File: src/hdl/cpuPkg.sv
// Widths are fixed by the 16-bit instruction set; opcodes not listed below execute as no-ops
package cpuPkg;

  ////////////////////
  // Vector types
  ////////////////////
  typedef logic [15:0] word_t;   // Data word and byte address
  typedef logic [3:0]  regId_t;  // Register number
  typedef logic [3:0]  opcode_t; // Opcode field in bits 15:12
  typedef logic [3:0]  cond_t;   // Branch condition, carried in the rd field
  typedef logic [1:0]  flags_t;  // Z in bit 1, N in bit 0

  ////////////////////
  // Opcodes
  ////////////////////
  localparam opcode_t OP_ADD  = 4'h0;
  localparam opcode_t OP_SUB  = 4'h1;
  localparam opcode_t OP_AND  = 4'h2; // Sets Z only
  localparam opcode_t OP_XOR  = 4'h3; // Sets Z only
  localparam opcode_t OP_ADDI = 4'h4; // Immediate in the rt field
  localparam opcode_t OP_LW   = 4'h8;
  localparam opcode_t OP_SW   = 4'h9; // Stores the rd register
  localparam opcode_t OP_LLI  = 4'hA; // 8-bit immediate, sign-extended
  localparam opcode_t OP_B    = 4'hC;
  localparam opcode_t OP_PCS  = 4'hD;
  localparam opcode_t OP_HLT  = 4'hF;

  ////////////////////
  // Branch conditions
  ////////////////////
  localparam cond_t COND_EQ = 4'h0; // Z set
  localparam cond_t COND_NE = 4'h1; // Z clear
  localparam cond_t COND_LT = 4'h2; // N set
  localparam cond_t COND_AL = 4'h3; // Unconditional

  // First fetch address after reset
  localparam word_t RESET_PC = 16'h0000;

endpackage

File: src/hdl/pipeIf.sv
// Pipeline registers only; every field is driven from one side's always_ff and carries no handshake
`timescale 1ns/1ps

// ID/EX register contents
interface decodeExecIf import cpuPkg::*; ();
  logic    valid;     // Entry holds a real instruction
  regId_t  src1;      // Register behind opA, zero when unused
  regId_t  src2;      // Register behind opB and storeData
  regId_t  rd;
  word_t   opA;
  word_t   opB;
  word_t   storeData; // SW data, read from the rd register
  opcode_t aluOp;
  logic    useImm;    // Second ALU input is imm
  word_t   imm;
  logic    regWrite;
  logic    setsZ;
  logic    setsN;
  logic    memEn;
  logic    memWr;
  logic    isHalt;
  logic    isLink;    // PCS
  word_t   linkPc;    // PC+2 of this instruction

  modport src (output valid, src1, src2, rd, opA, opB, storeData, aluOp, useImm, imm,
               regWrite, setsZ, setsN, memEn, memWr, isHalt, isLink, linkPc);
  modport dst (input valid, src1, src2, rd, opA, opB, storeData, aluOp, useImm, imm,
               regWrite, setsZ, setsN, memEn, memWr, isHalt, isLink, linkPc);
  modport mon (input valid, rd, memEn, memWr, setsZ, setsN); // Hazard checks only
endinterface

// EX/MEM register contents
interface execMemIf import cpuPkg::*; ();
  word_t  result;    // ALU result, also the data address
  word_t  storeData;
  regId_t rd;
  logic   regWrite;
  logic   memEn;
  logic   memWr;
  logic   isHalt;
  logic   isLink;
  word_t  linkPc;

  modport src (output result, storeData, rd, regWrite, memEn, memWr, isHalt, isLink, linkPc);
  modport dst (input result, storeData, rd, regWrite, memEn, memWr, isHalt, isLink, linkPc);
endinterface

File: src/hdl/fetchUnit.sv
// Predicts not-taken; once HLT is decoded the PC stays frozen and no fetch is valid until reset
`timescale 1ns/1ps

module fetchUnit import cpuPkg::*; (
  input  logic  clk,
  input  logic  rst,
  input  logic  stall,    // Hold PC and IF/ID
  input  logic  redirect, // Taken branch in decode
  input  word_t target,
  input  logic  haltSeen, // HLT in decode this cycle
  input  word_t inst,     // Instruction at pc, same cycle
  output word_t pc,
  output word_t ifInst,
  output word_t ifPcNext,
  output logic  ifValid
);

  logic  halted; // Sticky after HLT decode
  word_t pcPlus2;

  assign pcPlus2 = pc + 16'd2;

  ////////////////////
  // PC and control
  ////////////////////
  always_ff @(posedge clk) begin
    if (rst) begin
      pc      <= RESET_PC;
      ifValid <= 1'b0;
      halted  <= 1'b0;
    end else if (halted || haltSeen) begin
      halted  <= 1'b1;    // Freeze PC, keep IF/ID empty
      ifValid <= 1'b0;
    end else if (redirect) begin
      pc      <= target;
      ifValid <= 1'b0;    // Wrong-path slot becomes a bubble
    end else if (!stall) begin
      pc      <= pcPlus2;
      ifValid <= 1'b1;
    end
  end

  // IF/ID payload, loads with the valid bit
  always_ff @(posedge clk) begin
    if (!stall) begin
      ifInst   <= inst;
      ifPcNext <= pcPlus2; // Link value and branch base
    end
  end

endmodule

File: src/hdl/regFile.sv
// Two read ports, one write port; r0 is hardwired to zero and reset clears all registers
`timescale 1ns/1ps

module regFile import cpuPkg::*; (
  input  logic   clk,
  input  logic   rst,
  input  regId_t rdA,
  input  regId_t rdB,
  input  logic   wbWrite,
  input  regId_t wbRd,
  input  word_t  wbData,
  output word_t  dataA,
  output word_t  dataB
);

  word_t regs [16];

  always_ff @(posedge clk) begin
    if (rst) begin
      for (int i = 0; i < 16; i++) begin
        regs[i] <= '0;
      end
    end else if (wbWrite && wbRd != '0) begin
      regs[wbRd] <= wbData;
    end
  end

  // Same-cycle write is seen by the reader
  assign dataA = (rdA == '0) ? '0 : (wbWrite && wbRd == rdA) ? wbData : regs[rdA];
  assign dataB = (rdB == '0) ? '0 : (wbWrite && wbRd == rdB) ? wbData : regs[rdB];

endmodule

File: src/hdl/decodeUnit.sv
// Branches resolve here against the flag register; sources read as r0 when an opcode does not use them
`timescale 1ns/1ps

module decodeUnit import cpuPkg::*; (
  input  logic        clk,
  input  logic        rst,
  input  logic        bubble,   // Hazard stall, ID/EX gets a bubble
  input  word_t       ifInst,
  input  word_t       ifPcNext,
  input  logic        ifValid,
  input  flags_t      flags,
  input  logic        wbWrite,
  input  regId_t      wbRd,
  input  word_t       wbData,
  output logic        redirect,
  output word_t       target,
  output logic        haltSeen,
  output logic        isBranch,
  output regId_t      srcA,
  output regId_t      srcB,
  decodeExecIf.src    idEx
);

  opcode_t op;
  regId_t  rd, rs, rt;
  word_t   imm4, imm8, dataA, dataB;
  logic    useA, useB, bFromRd, condTrue;
  opcode_t aluOp;
  logic    useImm, regWrite, setsZ, setsN, memEn, memWr, isHalt, isLink;
  word_t   imm;

  assign op   = ifInst[15:12];
  assign rd   = ifInst[11:8];
  assign rs   = ifInst[7:4];
  assign rt   = ifInst[3:0];
  assign imm4 = {{12{ifInst[3]}}, ifInst[3:0]};
  assign imm8 = {{8{ifInst[7]}}, ifInst[7:0]};

  ////////////////////
  // Control decode
  ////////////////////
  always_comb begin
    useA = 1'b0; useB = 1'b0; bFromRd = 1'b0;
    aluOp = OP_ADD; useImm = 1'b0; imm = imm4;
    regWrite = 1'b0; setsZ = 1'b0; setsN = 1'b0;
    memEn = 1'b0; memWr = 1'b0; isHalt = 1'b0; isLink = 1'b0;
    case (op)
      OP_ADD, OP_SUB: begin
        useA = 1'b1; useB = 1'b1; aluOp = op;
        regWrite = 1'b1; setsZ = 1'b1; setsN = 1'b1;
      end
      OP_AND, OP_XOR: begin
        useA = 1'b1; useB = 1'b1; aluOp = op;
        regWrite = 1'b1; setsZ = 1'b1;
      end
      OP_ADDI: begin
        useA = 1'b1; useImm = 1'b1;
        regWrite = 1'b1; setsZ = 1'b1; setsN = 1'b1;
      end
      OP_LW: begin
        useA = 1'b1; useImm = 1'b1; regWrite = 1'b1; memEn = 1'b1;
      end
      OP_SW: begin
        useA = 1'b1; useB = 1'b1; bFromRd = 1'b1; // Store data comes from rd
        useImm = 1'b1; memEn = 1'b1; memWr = 1'b1;
      end
      OP_LLI: begin
        useImm = 1'b1; imm = imm8; regWrite = 1'b1; // r0 + imm8
      end
      OP_PCS: begin
        regWrite = 1'b1; isLink = 1'b1;
      end
      OP_HLT:  isHalt = 1'b1;
      default: ;                                   // B and unused opcodes
    endcase
  end

  assign srcA = useA ? rs : '0;
  assign srcB = useB ? (bFromRd ? rd : rt) : '0;

  regFile iRegFile (
    .clk(clk), .rst(rst),
    .rdA(srcA), .rdB(srcB),
    .wbWrite(wbWrite), .wbRd(wbRd), .wbData(wbData),
    .dataA(dataA), .dataB(dataB)
  );

  ////////////////////
  // Branch resolve
  ////////////////////
  always_comb begin
    case (cond_t'(rd))
      COND_EQ: condTrue = flags[1];
      COND_NE: condTrue = !flags[1];
      COND_LT: condTrue = flags[0];
      COND_AL: condTrue = 1'b1;
      default: condTrue = 1'b0;
    endcase
  end

  assign isBranch = ifValid && (op == OP_B);
  assign target   = ifPcNext + {imm8[14:0], 1'b0}; // Offset counts words
  assign redirect = isBranch && condTrue && !bubble; // Waits out a flag stall
  assign haltSeen = ifValid && (op == OP_HLT) && !bubble;

  ////////////////////
  // ID/EX register
  ////////////////////
  always_ff @(posedge clk) begin
    if (rst || bubble || !ifValid) begin
      idEx.valid    <= 1'b0;
      idEx.regWrite <= 1'b0;
      idEx.setsZ    <= 1'b0;
      idEx.setsN    <= 1'b0;
      idEx.memEn    <= 1'b0;
      idEx.memWr    <= 1'b0;
      idEx.isHalt   <= 1'b0;
      idEx.isLink   <= 1'b0;
    end else begin
      idEx.valid    <= 1'b1;
      idEx.regWrite <= regWrite;
      idEx.setsZ    <= setsZ;
      idEx.setsN    <= setsN;
      idEx.memEn    <= memEn;
      idEx.memWr    <= memWr;
      idEx.isHalt   <= isHalt;
      idEx.isLink   <= isLink;
    end
  end

  // Payload, meaningful only with valid
  always_ff @(posedge clk) begin
    idEx.src1      <= srcA;
    idEx.src2      <= srcB;
    idEx.rd        <= rd;
    idEx.opA       <= dataA;
    idEx.opB       <= dataB;
    idEx.storeData <= dataB;
    idEx.aluOp     <= aluOp;
    idEx.useImm    <= useImm;
    idEx.imm       <= imm;
    idEx.linkPc    <= ifPcNext;
  end

endmodule

File: src/hdl/hazardUnit.sv
// One-cycle stalls only; loads into r0 never stall, since r0 is never a real source
`timescale 1ns/1ps

module hazardUnit import cpuPkg::*; (
  input  regId_t        srcA,
  input  regId_t        srcB,
  input  logic          isBranch,
  input  logic          ifValid,
  decodeExecIf.mon      idEx,
  output logic          stall,
  output logic          bubble
);

  logic loadHit; // Load in ID/EX feeds decode
  logic flagHit; // Branch needs flags still in EX

  assign loadHit = idEx.valid && idEx.memEn && !idEx.memWr && (idEx.rd != '0) &&
                   ((idEx.rd == srcA) || (idEx.rd == srcB));
  assign flagHit = isBranch && idEx.valid && (idEx.setsZ || idEx.setsN);

  // Hold PC and IF/ID, bubble into ID/EX
  assign stall  = ifValid && (loadHit || flagHit);
  assign bubble = stall;

endmodule

File: src/hdl/executeUnit.sv
// EX/MEM forwards ALU results only; a PCS result reaches its consumer through MEM/WB or the register file
`timescale 1ns/1ps

module executeUnit import cpuPkg::*; (
  input  logic        clk,
  input  logic        rst,
  input  logic        wbWrite,
  input  regId_t      wbRd,
  input  word_t       wbData,
  decodeExecIf.dst    idEx,
  execMemIf.src       exMem,
  output flags_t      flags   // Z in bit 1, N in bit 0
);

  logic  exOk;                // EX/MEM may forward
  word_t fwdA, fwdB, fwdStore;
  word_t aluB, aluOut;

  // Newest value wins, EX/MEM then MEM/WB then the register read
  function automatic word_t pick(regId_t src, word_t regVal, logic exFwd, regId_t exRd,
                                 word_t exVal, logic wbFwd, regId_t wbR, word_t wbVal);
    if (src != '0 && exFwd && exRd == src) return exVal;
    if (src != '0 && wbFwd && wbR == src) return wbVal;
    return regVal;
  endfunction

  assign exOk = exMem.regWrite && !exMem.memEn && !exMem.isLink;

  ////////////////////
  // Forwarding
  ////////////////////
  assign fwdA     = pick(idEx.src1, idEx.opA, exOk, exMem.rd, exMem.result,
                         wbWrite, wbRd, wbData);
  assign fwdB     = pick(idEx.src2, idEx.opB, exOk, exMem.rd, exMem.result,
                         wbWrite, wbRd, wbData);
  assign fwdStore = pick(idEx.src2, idEx.storeData, exOk, exMem.rd, exMem.result,
                         wbWrite, wbRd, wbData);

  ////////////////////
  // ALU
  ////////////////////
  assign aluB = idEx.useImm ? idEx.imm : fwdB;

  always_comb begin
    case (idEx.aluOp)
      OP_SUB:  aluOut = fwdA - aluB;
      OP_AND:  aluOut = fwdA & aluB;
      OP_XOR:  aluOut = fwdA ^ aluB;
      default: aluOut = fwdA + aluB; // ADD, ADDI, LW/SW address, LLI
    endcase
  end

  // Flag register, read by branches in decode
  always_ff @(posedge clk) begin
    if (rst) begin
      flags <= '0;
    end else if (idEx.valid) begin
      if (idEx.setsZ) flags[1] <= (aluOut == '0);
      if (idEx.setsN) flags[0] <= aluOut[15];
    end
  end

  ////////////////////
  // EX/MEM register
  ////////////////////
  always_ff @(posedge clk) begin
    if (rst || !idEx.valid) begin
      exMem.regWrite <= 1'b0;
      exMem.memEn    <= 1'b0;
      exMem.memWr    <= 1'b0;
      exMem.isHalt   <= 1'b0;
      exMem.isLink   <= 1'b0;
    end else begin
      exMem.regWrite <= idEx.regWrite;
      exMem.memEn    <= idEx.memEn;
      exMem.memWr    <= idEx.memWr;
      exMem.isHalt   <= idEx.isHalt;
      exMem.isLink   <= idEx.isLink;
    end
  end

  always_ff @(posedge clk) begin
    exMem.result    <= aluOut;
    exMem.storeData <= fwdStore;
    exMem.rd        <= idEx.rd;
    exMem.linkPc    <= idEx.linkPc;
  end

endmodule

File: src/hdl/memAccessUnit.sv
// Data memory must answer in the same cycle; hlt stays high until reset
`timescale 1ns/1ps

module memAccessUnit import cpuPkg::*; (
  input  logic     clk,
  input  logic     rst,
  input  word_t    dataRdData,
  execMemIf.dst    exMem,
  output word_t    dataAddr,
  output word_t    dataWrData,
  output logic     dataEn,
  output logic     dataWr,
  output logic     wbWrite,
  output regId_t   wbRd,
  output word_t    wbData,
  output logic     hlt
);

  logic  wbLoad;     // Write back loaded data
  logic  wbLink;     // Write back PC+2
  word_t wbLoadData;
  word_t wbResult;
  word_t wbLinkPc;

  // Data bus straight from EX/MEM
  assign dataAddr   = exMem.result;
  assign dataWrData = exMem.storeData;
  assign dataEn     = exMem.memEn;
  assign dataWr     = exMem.memWr;  // Store commits at the next edge

  ////////////////////
  // MEM/WB register
  ////////////////////
  always_ff @(posedge clk) begin
    if (rst) begin
      wbWrite <= 1'b0;
      wbLoad  <= 1'b0;
      wbLink  <= 1'b0;
      hlt     <= 1'b0;
    end else begin
      wbWrite <= exMem.regWrite;
      wbLoad  <= exMem.memEn && !exMem.memWr;
      wbLink  <= exMem.isLink;
      hlt     <= hlt || exMem.isHalt; // Rises as HLT enters MEM/WB
    end
  end

  always_ff @(posedge clk) begin
    wbRd       <= exMem.rd;
    wbLoadData <= dataRdData;
    wbResult   <= exMem.result;
    wbLinkPc   <= exMem.linkPc;
  end

  // Writeback select
  assign wbData = wbLoad ? wbLoadData : (wbLink ? wbLinkPc : wbResult);

endmodule

File: src/hdl/cpuCore.sv
// Instruction and data memories live outside and answer combinationally; no interrupts, no byte access
`timescale 1ns/1ps

module cpuCore import cpuPkg::*; (
  input  logic  clk,
  input  logic  rst,
  input  word_t inst,       // Instruction at pc
  input  word_t dataRdData, // Data at dataAddr
  output word_t pc,
  output word_t dataAddr,
  output word_t dataWrData,
  output logic  dataEn,
  output logic  dataWr,
  output logic  hlt
);

  // Fetch to decode
  word_t  ifInst, ifPcNext;
  logic   ifValid;
  // Decode side
  logic   redirect, haltSeen, isBranch;
  word_t  target;
  regId_t srcA, srcB;
  // Hazard control
  logic   stall, bubble;
  flags_t flags;
  // Writeback
  logic   wbWrite;
  regId_t wbRd;
  word_t  wbData;

  decodeExecIf idEx ();  // ID/EX
  execMemIf    exMem (); // EX/MEM

  ////////////////////
  // Stages
  ////////////////////
  fetchUnit iFetch (
    .clk(clk), .rst(rst), .stall(stall), .redirect(redirect), .target(target),
    .haltSeen(haltSeen), .inst(inst), .pc(pc),
    .ifInst(ifInst), .ifPcNext(ifPcNext), .ifValid(ifValid)
  );

  decodeUnit iDecode (
    .clk(clk), .rst(rst), .bubble(bubble),
    .ifInst(ifInst), .ifPcNext(ifPcNext), .ifValid(ifValid), .flags(flags),
    .wbWrite(wbWrite), .wbRd(wbRd), .wbData(wbData),
    .redirect(redirect), .target(target), .haltSeen(haltSeen), .isBranch(isBranch),
    .srcA(srcA), .srcB(srcB), .idEx(idEx.src)
  );

  hazardUnit iHazard (
    .srcA(srcA), .srcB(srcB), .isBranch(isBranch), .ifValid(ifValid),
    .idEx(idEx.mon), .stall(stall), .bubble(bubble)
  );

  executeUnit iExecute (
    .clk(clk), .rst(rst), .wbWrite(wbWrite), .wbRd(wbRd), .wbData(wbData),
    .idEx(idEx.dst), .exMem(exMem.src), .flags(flags)
  );

  memAccessUnit iMemAccess (
    .clk(clk), .rst(rst), .dataRdData(dataRdData), .exMem(exMem.dst),
    .dataAddr(dataAddr), .dataWrData(dataWrData), .dataEn(dataEn), .dataWr(dataWr),
    .wbWrite(wbWrite), .wbRd(wbRd), .wbData(wbData), .hlt(hlt)
  );

endmodule

File: config.mk
export PLATFORM = sky130hd
export DESIGN_NAME = cpuCore
export DESIGN_NICKNAME = d
export VERILOG_FILES = /design/src/hdl/cpuPkg.sv /design/src/hdl/pipeIf.sv /design/src/hdl/fetchUnit.sv /design/src/hdl/regFile.sv /design/src/hdl/decodeUnit.sv /design/src/hdl/hazardUnit.sv /design/src/hdl/executeUnit.sv /design/src/hdl/memAccessUnit.sv /design/src/hdl/cpuCore.sv
export SDC_FILE = /design/constraint.sdc
export NUM_CORES = 1
export LEC_CHECK = 0
export BUFFER_PORTS_ARGS = -buffer_cell sky130_fd_sc_hd__buf_4
export CAP_MARGIN = 20
export CELL_PAD_IN_SITES_DETAIL_PLACEMENT = 2
export CELL_PAD_IN_SITES_GLOBAL_PLACEMENT = 2
export CORE_ASPECT_RATIO = 0.6
export CORE_MARGIN = 3
export CORE_UTILIZATION = 40
export CTS_BUF_LIST = sky130_fd_sc_hd__clkbuf_16
export DETAILED_ROUTE_END_ITERATION = 8
export HOLD_SLACK_MARGIN = 0.03
export PLACE_DENSITY = 0.83
export SETUP_SLACK_MARGIN = 0.02
export SYNTH_ARGS = -nofsm -noshare
export SYNTH_HDL_FRONTEND = slang
export SYNTH_SLANG_ARGS = --single-unit
File: constraint.sdc
create_clock -name clk -period 5.75 [get_ports clk]
set_input_delay 1.15 -clock clk [delete_from_list [all_inputs] [get_ports clk]]
set_output_delay 1.15 -clock clk [all_outputs]
set_load 0.02 [all_outputs]
# After elaboration in Yosys (flattened, before gate mapping)
# Memories as Yosys holds them, arrays and structs flattened.
# Cells that the tools add are included.
# Widths: inputs -> output; s select.
# word_totals
word_cells,184
mem_count,1
reg_bits,254
output_inout_bits,51
ram_bits,256
inputBits,34
# memory_table
memory,depth,word_bits,read_ports,rd_clocked_by_memory_dff,write_ports,line,source
iDecode.iRegFile.regs,16,16,2,0,16,regFile.sv:16,word_t regs [16];
# op_classes
bitwise_logic,3
n_addsub,4
n_eq_ne,25
reduce_logical,64
mux,46
# op_table
operator,count
$mux 16,17
$pmux 16 s3,1
$add 16x16->16,2
$eq 4x4->1,8
$logic_and 1x1->1,26
$eq 4x2->1 const B,6
$eq 4x4->1 const B,6
$mux 1,23
$add 16x2->16 const B,1
$and 16x16->16,1
$logic_not 16->1,1
$logic_not 4->1,4
$mux 4,4
$reduce_bool 4->1,4
$reduce_or 16->1,1
$sub 16x16->16,1
$xor 16x16->16,1
$eq 4x1->1 const B,3
$reduce_or 5->1,2
$logic_not 1->1,8
$logic_or 1x1->1,8
$reduce_or 4->1,2
$reduce_or 8->1,1
$reduce_or 7->1,1
other kinds (7),10

# Longest topological paths before layout
# Gate-level depths: netlist of the first run.
# depth
word_depth,14
depth_mapped,24
ltp_nobuf,22

# Modules after synthesis
# A second synthesis of the first run with hierarchy kept.
# unflattened
hier_cells,2176
hier_area_um2,25366.8
# by_module_without_submodules
mod,seq_area_each_um2,cells_per_inst,area_per_inst_um2,n_inst
regFile,7687.4,1047,14101.0,1
executeUnit,1181.1,526,4366.7,1
decodeUnit,1621.6,252,2826.5,1
fetchUnit,1321.3,188,2199.6,1
memAccessUnit,1121.1,148,1749.2,1
hazardUnit,0.0,15,123.9,1

# Worst setup path after synthesis of the first run
# No wires, ideal clock.
# synth_timing
path_kind,reg2reg
startpoint,register iExecute.exMem.memEn
endpoint,register iExecute.flags[1]
t_required_ps,5666
path_buffers,1
path_stages_with_launch,20
arrival_ps,4725
setup_slack_ps,941
period_less_slack_ps,4809
cell_sequence,dfxtp_1 -> nor3b_2 -> nand4_4 -> or2_4 -> buf_6 -> a311oi_1 -> a21oi_1 -> ha_1 -> a21oi_1 -> ha_1 -> nor2b_1 -> o31a_1 -> o31a_1 -> o21a_1 -> or3_1 -> a31o_1 -> nor3_1 -> nor4b_1 -> or4b_1 -> o31ai_2
# synth_via
elab_chain_len,11
word_cells_on_any_way,18
cone_classes,add/sub: 2; mux: 6; bitwise: 2; reduce/logical: 8
# synth_lines
element,line,source
start: declaration,pipeIf.sv:44,"modport src (output result, storeData, rd, regWrite, memEn, memWr, isHalt, isLink, linkPc);"
$logic_not 1->1 (*),executeUnit.sv:27,assign exOk = exMem.regWrite && !exMem.memEn && !exMem.isLink;
$logic_and 1x1->1 (*) (2 in a row),executeUnit.sv:27,
$logic_and 1x1->1 (2 in a row),executeUnit.sv:22,if (src != '0 && exFwd && exRd == src) return exVal;
$mux 1,executeUnit.sv:22,
$mux 16,n/a,
$mux 16,executeUnit.sv:42,assign aluB = idEx.useImm ? idEx.imm : fwdB;
$add 16x16->16 (tied with other cells),executeUnit.sv:49,default: aluOut = fwdA + aluB;
$pmux 16 s3 (*),executeUnit.sv:45,case (idEx.aluOp)
named net iExecute.aluOut[7],executeUnit.sv:17,"word_t aluB, aluOut;"
$logic_not 16->1 (*),executeUnit.sv:58,if (idEx.setsZ) flags[1] <= (aluOut == '0);
end signal: assignment,executeUnit.sv:58,
end: declaration,executeUnit.sv:12,output flags_t flags
# Mark *: on every way through the listed nets, which the timed path passes. The rest lies on a longest branch.
# A chain may end at the register's enable or synchronous reset.

# Final worst setup path of the first run
# Same ends and word-level chain as after synthesis.

==> results.toml, run 1 <==
[status]
run_status = "finished, final reports clean"

[cts]
postCtsSetupRepairBufs = 0
ctsResizeCount = 3
clkLatencyLatePin_ns = 0.62
path_clk_slew_ns = 0.07
cts_sinks = 502
cts_buffer_depth = 3
hold_buffers = 0
cts_root_buf = "clkbuf_16"
cts_tree = "done"
ctsHtreeMaxLevel = 2
cts_buffers = 50

[synth]
ys_types = 85
yosysSeqAreaShare = 0.529
avgSynthCellArea_um2 = 9.45
syn_inst = 2589
async_flop_share = 0
synth_area_um2 = 24500
ys.flop_type = "edfxtp_1"
ys_ff_latch = 502
yosysWarningCount = 0
synth_edf_count = 288

[cells_and_area]
final_common_cell = "nand2_1"
final-seq-area_um2 = 12900
synthToLayoutAreaGrowth_pct = 13.4
n_antenna_cell = 0
drive_gt1_frac = 0.111
final_cell_mix = "nand2_1, nor2_1, edfxtp_1"
fin_nets = 2704
multiInputGateArea_um2 = 10800
fillers = 6295
fin_util = 0.464

[sta]
worstMarginPinSlew_ns = 1.14
hold_viol = 0
period_needed_ns = 5.51
fmax_mhz = 182
fin_skew_ns = 0.0373
final-setup-viol-count = 0
fin_crit_sh = 0.958
relSlewSlack = 0.237
hold_slack_ns = 0.333
setup_tns_ns = 0
slew_violations = 0
fin_ws_ns = 0.243

[worst_setup_path]
critPathCaptureType = "flop"
rr_worst_depth = 18
cpMaxStageDelayCell = "or4b_1"
crit_type = "flop to flop"
critPathMaxStageDelay_ns = 0.50
crit_fanout = 10
crit_required_ns = 6.25
start_kind = "flop"
crit_path_end = "iExecute.flags[1]$_SDFFE_PP0P_"
cp-startpoint = "iExecute.exMem.memEn$_SDFF_PP0_"
crit_family = "simple AND/OR/NAND/NOR gates"
rrSetupSlack_ns = 0.24
worstPathArrival_ns = 6.01
worst-path-stages = 18
critical_path.cell_chain = "nor3b_4, nand4_4, or2_4, a311oi_2, a21oi_1, ha_1, a21oi_2, ha_1, nor2b_1, o31a_1, o31a_1, o21a_1, or3_1, a31o_1, nor3_2, nor4b_2, or4b_1, o31ai_2"
worstReg2RegEnd = "iExecute.flags[1]$_SDFFE_PP0P_"
path_buf_inv = 0
r2r-start = "iExecute.exMem.memEn$_SDFF_PP0_"

[routing]
drt-wirelength-per-cell_um = 29.6
routed_via_density = 6.20
drt_iter0_markers = 2364
drtPass1Iterations = 5
wl_um = 103000
drc_errors = 0
postRouteAntennaNets = 0
vias = 21600

[placed_design]
place_ws_ns = -0.0615
place.detailed.hpwl_um = 68700
place_congestion = 0.911
portBuffers = 84

[global_route]
grtUsageTotal = 0.314
grt_antenna_before_repair = 4
grt_pass1_vias = 23300
grt_max_degree = 110
grt_pass1_wl_um = 153000
grt_overflow = 0

[die]
die-area_um2 = 64300
die_w_um = 325
rows = 69
core_um2 = 59800
initial_core_util = 0.409
pin_count = 85
die_h_um = 198

[power_and_ir_drop]
p_leak_uw = 0.0107
peakVddDrop_mv = 0.275
powerDensity_nw_per_um2 = 357

[hold_path]
hold_class = "flop to flop"

[flow_run]
cap_violations = 0
==> sequential cells by signal, summed over array words and instances (netlist names), 16 cells and up <==
signal,count
iDecode.iRegFile.regs,256
iDecode.idEx.linkPc,16
iDecode.idEx.opA,16
iDecode.idEx.opB,16
iExecute.exMem.linkPc,16
iExecute.exMem.result,16
iExecute.exMem.storeData,16
iFetch.ifInst,16
iFetch.ifPcNext,16
iFetch.pc,16
iMemAccess.wbLinkPc,16
iMemAccess.wbLoadData,16
iMemAccess.wbResult,16
==> through the flow <==
step                      total power, µW  std cells  area, µm²
after global placement               6450       3381      26000
after global routing                10300       3475      27700
after CTS                            9890       3471      27600
after detailed placement             6550       3381      26000
final                                9910       3475      27700
after floorplan                      5620       2606      24500
==> layer usage <==
metal | part of all wire | GRT usage | routed length, µm
met3 | 0.077 | 0.0438 | 7920
met1 | 0.46 | 0.456 | 46800
met2 | 0.44 | 0.497 | 45700
met4 | 0.023 | 0.0725 | 2340
met5 | 0 | 0 | 0
==> kinds of logic (layout without fill, tap and decap cells) <==
kind of cell               count (synthesis)  after routing  share of synthesized area
and+or+nand+nor                         1136           1136                      0.204
AOI/OAI and AO/OA                        514            514                      0.144
DFF                                      502            502                      0.529
buffers and inverters                    236            289                     0.0390
xor gates and xnor gates                  77             77                     0.0279
muxes                                     74             74                     0.0309
adders and majority gates                 49             49                     0.0257
other                                      1             18                   0.000153
==> report_power, final <==
| part | internal [µW] | switching [µW] | leakage (µW) | total [µW] |
|---|---|---|---|---|
| combinational | 683 | 1530 | 0.00514 | 2210 |
| clock | 1780 | 1550 | 0.000834 | 3330 |
| sequential | 4080 | 279 | 0.00477 | 4360 |
| total | 6540 | 3360 | 0.0107 | 9910 |
==> worst min path at each step <==
| stage | endpoint | cells past startpoint | start |
|---|---|---|---|
| 3_3_place_gp | iExecute.exMem.linkPc[14]$_DFF_P_ | 0 | iDecode.idEx.linkPc[14]$_DFF_P_ |
| 3_5_place_dp | iExecute.exMem.linkPc[11]$_DFF_P_ | 0 | iDecode.idEx.linkPc[11]$_DFF_P_ |
| 5_1_grt | iExecute.exMem.linkPc[7]$_DFF_P_ | 0 | iDecode.idEx.linkPc[7]$_DFF_P_ |
| 4_1_cts | iExecute.exMem.linkPc[7]$_DFF_P_ | 0 | iDecode.idEx.linkPc[7]$_DFF_P_ |
| 2_1_floorplan | iExecute.exMem.linkPc[0]$_DFF_P_ | 0 | iDecode.idEx.linkPc[0]$_DFF_P_ |
| 6_report | iExecute.exMem.linkPc[9]$_DFF_P_ | 0 | iDecode.idEx.linkPc[9]$_DFF_P_ |
==> final cells by class <==
class                   instances  share of cell area
clock buffers                  57              0.0514
clock inverters                33             0.00631
inverters                      44             0.00609
flip-flops and latches        502               0.466
multi-input cells            1868               0.389
well taps                     816              0.0368
repair buffers                155              0.0445
==> cells in the mapped netlist, types with 5 or more instances <==
cell type | n | area (µm²)
and2_1 | 6 | 37.5
o41ai_1 | 5 | 43.8
and3_1 | 55 | 344
or3_1 | 8 | 50.1
clkbuf_1 | 146 | 548
a31oi_1 | 37 | 231
buf_1 | 21 | 78.8
mux2i_1 | 67 | 671
xnor2_1 | 61 | 534
inv_1 | 40 | 150
a31o_2 | 8 | 70.1
nand2_1 | 461 | 1730
nand2b_1 | 15 | 93.8
nor2b_1 | 28 | 175
o22ai_1 | 33 | 206
xor2_1 | 15 | 131
edfxtp_1 | 288 | 8650
o21ai_1 | 16 | 80.1
a211oi_1 | 51 | 383
o21a_1 | 26 | 195
mux2_2 | 5 | 56.3
a311oi_1 | 85 | 744
nand3_1 | 116 | 581
o211ai_1 | 6 | 45.0
ha_1 | 47 | 588
nor4_1 | 8 | 50.1
o31a_1 | 5 | 43.8
buf_2 | 16 | 80.1
o21ai_0 | 52 | 260
a21oi_1 | 126 | 631
a221oi_1 | 21 | 184
nand4_1 | 6 | 37.5
buf_4 | 5 | 37.5
a21o_1 | 8 | 60.1
nor2_1 | 371 | 1390
nor3_1 | 25 | 125
dfxtp_1 | 214 | 4280
nor4b_1 | 5 | 43.8
(Power assumes the default switching activity.)
==> run 2: changes to the inputs <==
--- a/config.mk
+++ b/config.mk
@@ -5,17 +5,18 @@
 export SDC_FILE = /design/constraint.sdc
 export NUM_CORES = 1
 export LEC_CHECK = 0
-export BUFFER_PORTS_ARGS = -buffer_cell sky130_fd_sc_hd__buf_4
 export CAP_MARGIN = 20
 export CELL_PAD_IN_SITES_DETAIL_PLACEMENT = 2
 export CELL_PAD_IN_SITES_GLOBAL_PLACEMENT = 2
 export CORE_ASPECT_RATIO = 0.6
 export CORE_MARGIN = 3
-export CORE_UTILIZATION = 40
+export CORE_UTILIZATION = 41
 export CTS_BUF_LIST = sky130_fd_sc_hd__clkbuf_16
 export DETAILED_ROUTE_END_ITERATION = 8
+export DONT_BUFFER_PORTS = 1
 export HOLD_SLACK_MARGIN = 0.03
-export PLACE_DENSITY = 0.83
+export PLACE_DENSITY = 0.82
+export REMOVE_ABC_BUFFERS = 1
 export SETUP_SLACK_MARGIN = 0.02
 export SYNTH_ARGS = -nofsm -noshare
 export SYNTH_HDL_FRONTEND = slang
==> results.toml, run 2 (same netlist as run 1, synthesis figures left out) <==
[worst_setup_path]
rr_worst_depth = 22
crit_type = "flop to flop"
crit_required_ns = 6.27
rrSetupSlack_ns = 0.25
crit_fanout = 6
critPathCaptureType = "flop"
worstReg2RegEnd = "iExecute.flags[1]$_SDFFE_PP0P_"
worstPathArrival_ns = 6.02
start_kind = "flop"
r2r-start = "iDecode.idEx.src2[1]$_DFF_P_"

[global_route]
grt_pass1_wl_um = 148000
grt_overflow = 0
grt_max_degree = 108
grt_antenna_before_repair = 3
grtUsageTotal = 0.315
grt_pass1_vias = 22800

[cells_and_area]
fin_util = 0.464
fin_nets = 2621
final_cell_mix = "nand2_1, nor2_1, edfxtp_1"
final_common_cell = "nand2_1"
top_register = "iDecode.iRegFile.regs"
n_antenna_cell = 0
drive_gt1_frac = 0.0846
synthToLayoutAreaGrowth_pct = 10.6
largest_reg_flops = 256

[flow_run]
cap_violations = 0

[hold_path]
hold_class = "flop to flop"
whs_path_depth = 0
min_to = "iExecute.exMem.linkPc[6]$_DFF_P_"
hold_start = "iDecode.idEx.linkPc[6]$_DFF_P_"

[routing]
wl_um = 101000
drt-wirelength-per-cell_um = 30.1
drc_errors = 0
drtPass1Iterations = 6
drt_iter0_markers = 2300
routed_via_density = 6.35
vias = 21300
postRouteAntennaNets = 0

[sta]
worstMarginPinSlew_ns = 1.12
fin_skew_ns = 0.0317
fin_ws_ns = 0.249
hold_viol = 0
slew_violations = 0
hold_slack_ns = 0.325
fmax_mhz = 182
relSlewSlack = 0.252
fin_crit_sh = 0.957
period_needed_ns = 5.50
setup_tns_ns = 0
final-setup-viol-count = 0

[cts]
ctsHtreeMaxLevel = 2
clkLatencyLatePin_ns = 0.62
cts_buffers = 49
path_clk_slew_ns = 0.07
cts_root_buf = "clkbuf_16"
cts_tree = "done"
cts_sinks = 502
cts_buffer_depth = 3

[placed_design]
place_congestion = 0.915
place_ws_ns = -0.0759
place.detailed.hpwl_um = 68800
portBuffers = 0

[die]
core_um2 = 58300
rows = 68
pin_count = 85
die-area_um2 = 62700
initial_core_util = 0.420
die_h_um = 195
die_w_um = 321

[power_and_ir_drop]
powerDensity_nw_per_um2 = 365
total_power_uw = 9880
peakVddDrop_mv = 0.270
p_leak_uw = 0.0103

[status]
run_status = "finished, final reports clean"
## run 2: routing by layer
metal	track usage	up-vias	part of all wire	wire length, µm
met3	0.0572	160	0.081	8110
met4	0.0764	4	0.021	2130
li1	-	9100	-	-
met5	0	-	0.00027	27
met2	0.474	918	0.43	43700
met1	0.468	11100	0.46	46700
## run 2: how the worst max path moves through the flow
stage,cells past startpoint,to,start
global route,22,iExecute.flags[1]$_SDFFE_PP0P_,iDecode.idEx.src2[0]$_DFF_P_
global placement,22,iExecute.flags[1]$_SDFFE_PP0P_,iExecute.exMem.memEn$_SDFF_PP0_
finish,22,iExecute.flags[1]$_SDFFE_PP0P_,iDecode.idEx.src2[1]$_DFF_P_
floorplan,11,iFetch.pc[11]$_SDFFE_PP0P_,iFetch.ifInst[15]$_DFFE_PN_
detailed placement,22,iExecute.flags[0]$_SDFFE_PP0P_,iExecute.exMem.memEn$_SDFF_PP0_
CTS,18,iExecute.flags[1]$_SDFFE_PP0P_,iExecute.exMem.memEn$_SDFF_PP0_
## run 2: layout make-up
type | count | area (µm²)
multi-input cells | 1868 | 10800
clock inverters | 38 | 310
clock buffers | 52 | 1300
flip-flops and latches | 502 | 12900
fillers | 6064 | 31200
well taps | 770 | 963
repair buffers | 73 | 584
inverters | 44 | 169
## run 2: power breakdown
part / switching, µW / total (µW) / internal, µW
Combinational: 1450 / 2050 / 598
Clock: 1540 / 3400 / 1860
Sequential: 358 / 4440 / 4080
## run 2: stage by stage
step / instances / instance area, µm²
2_1_floorplan: 2414 / 23700
3_3_place_gp: 3252 / 25300
3_5_place_dp: 3252 / 25300
4_1_cts: 3342 / 26900
5_1_grt: 3347 / 27100
6_report: 3347 / 27100
## run 2: what timing repair did
action	CTS	global route
endpoints found under the setup margin	2	3
hold buffers	0	0
buffers inserted	0	4
pin swaps	0	5
resized for setup	2	23
hold endpoints to repair	0	0
## run 2: worst max-delay path, cell delays in order, from the launching register on
cell	delay [ns]
dfxtp_1	0.44
xnor2_1	0.18
nand4_1	0.21
o21ai_1	0.30
a311oi_2	0.18
a21oi_2	0.21
ha_1	0.23
nor4b_4	0.27
nor3b_4	0.34
nand4_1	0.25
nand2_1	0.16
xnor2_1	0.08
ha_1	0.34
o21ai_0	0.11
a21oi_1	0.15
o21a_1	0.14
o31a_1	0.24
o41ai_2	0.11
o21a_1	0.27
or4b_1	0.52
o211ai_1	0.29
nor3_4	0.11
o31ai_2	0.26
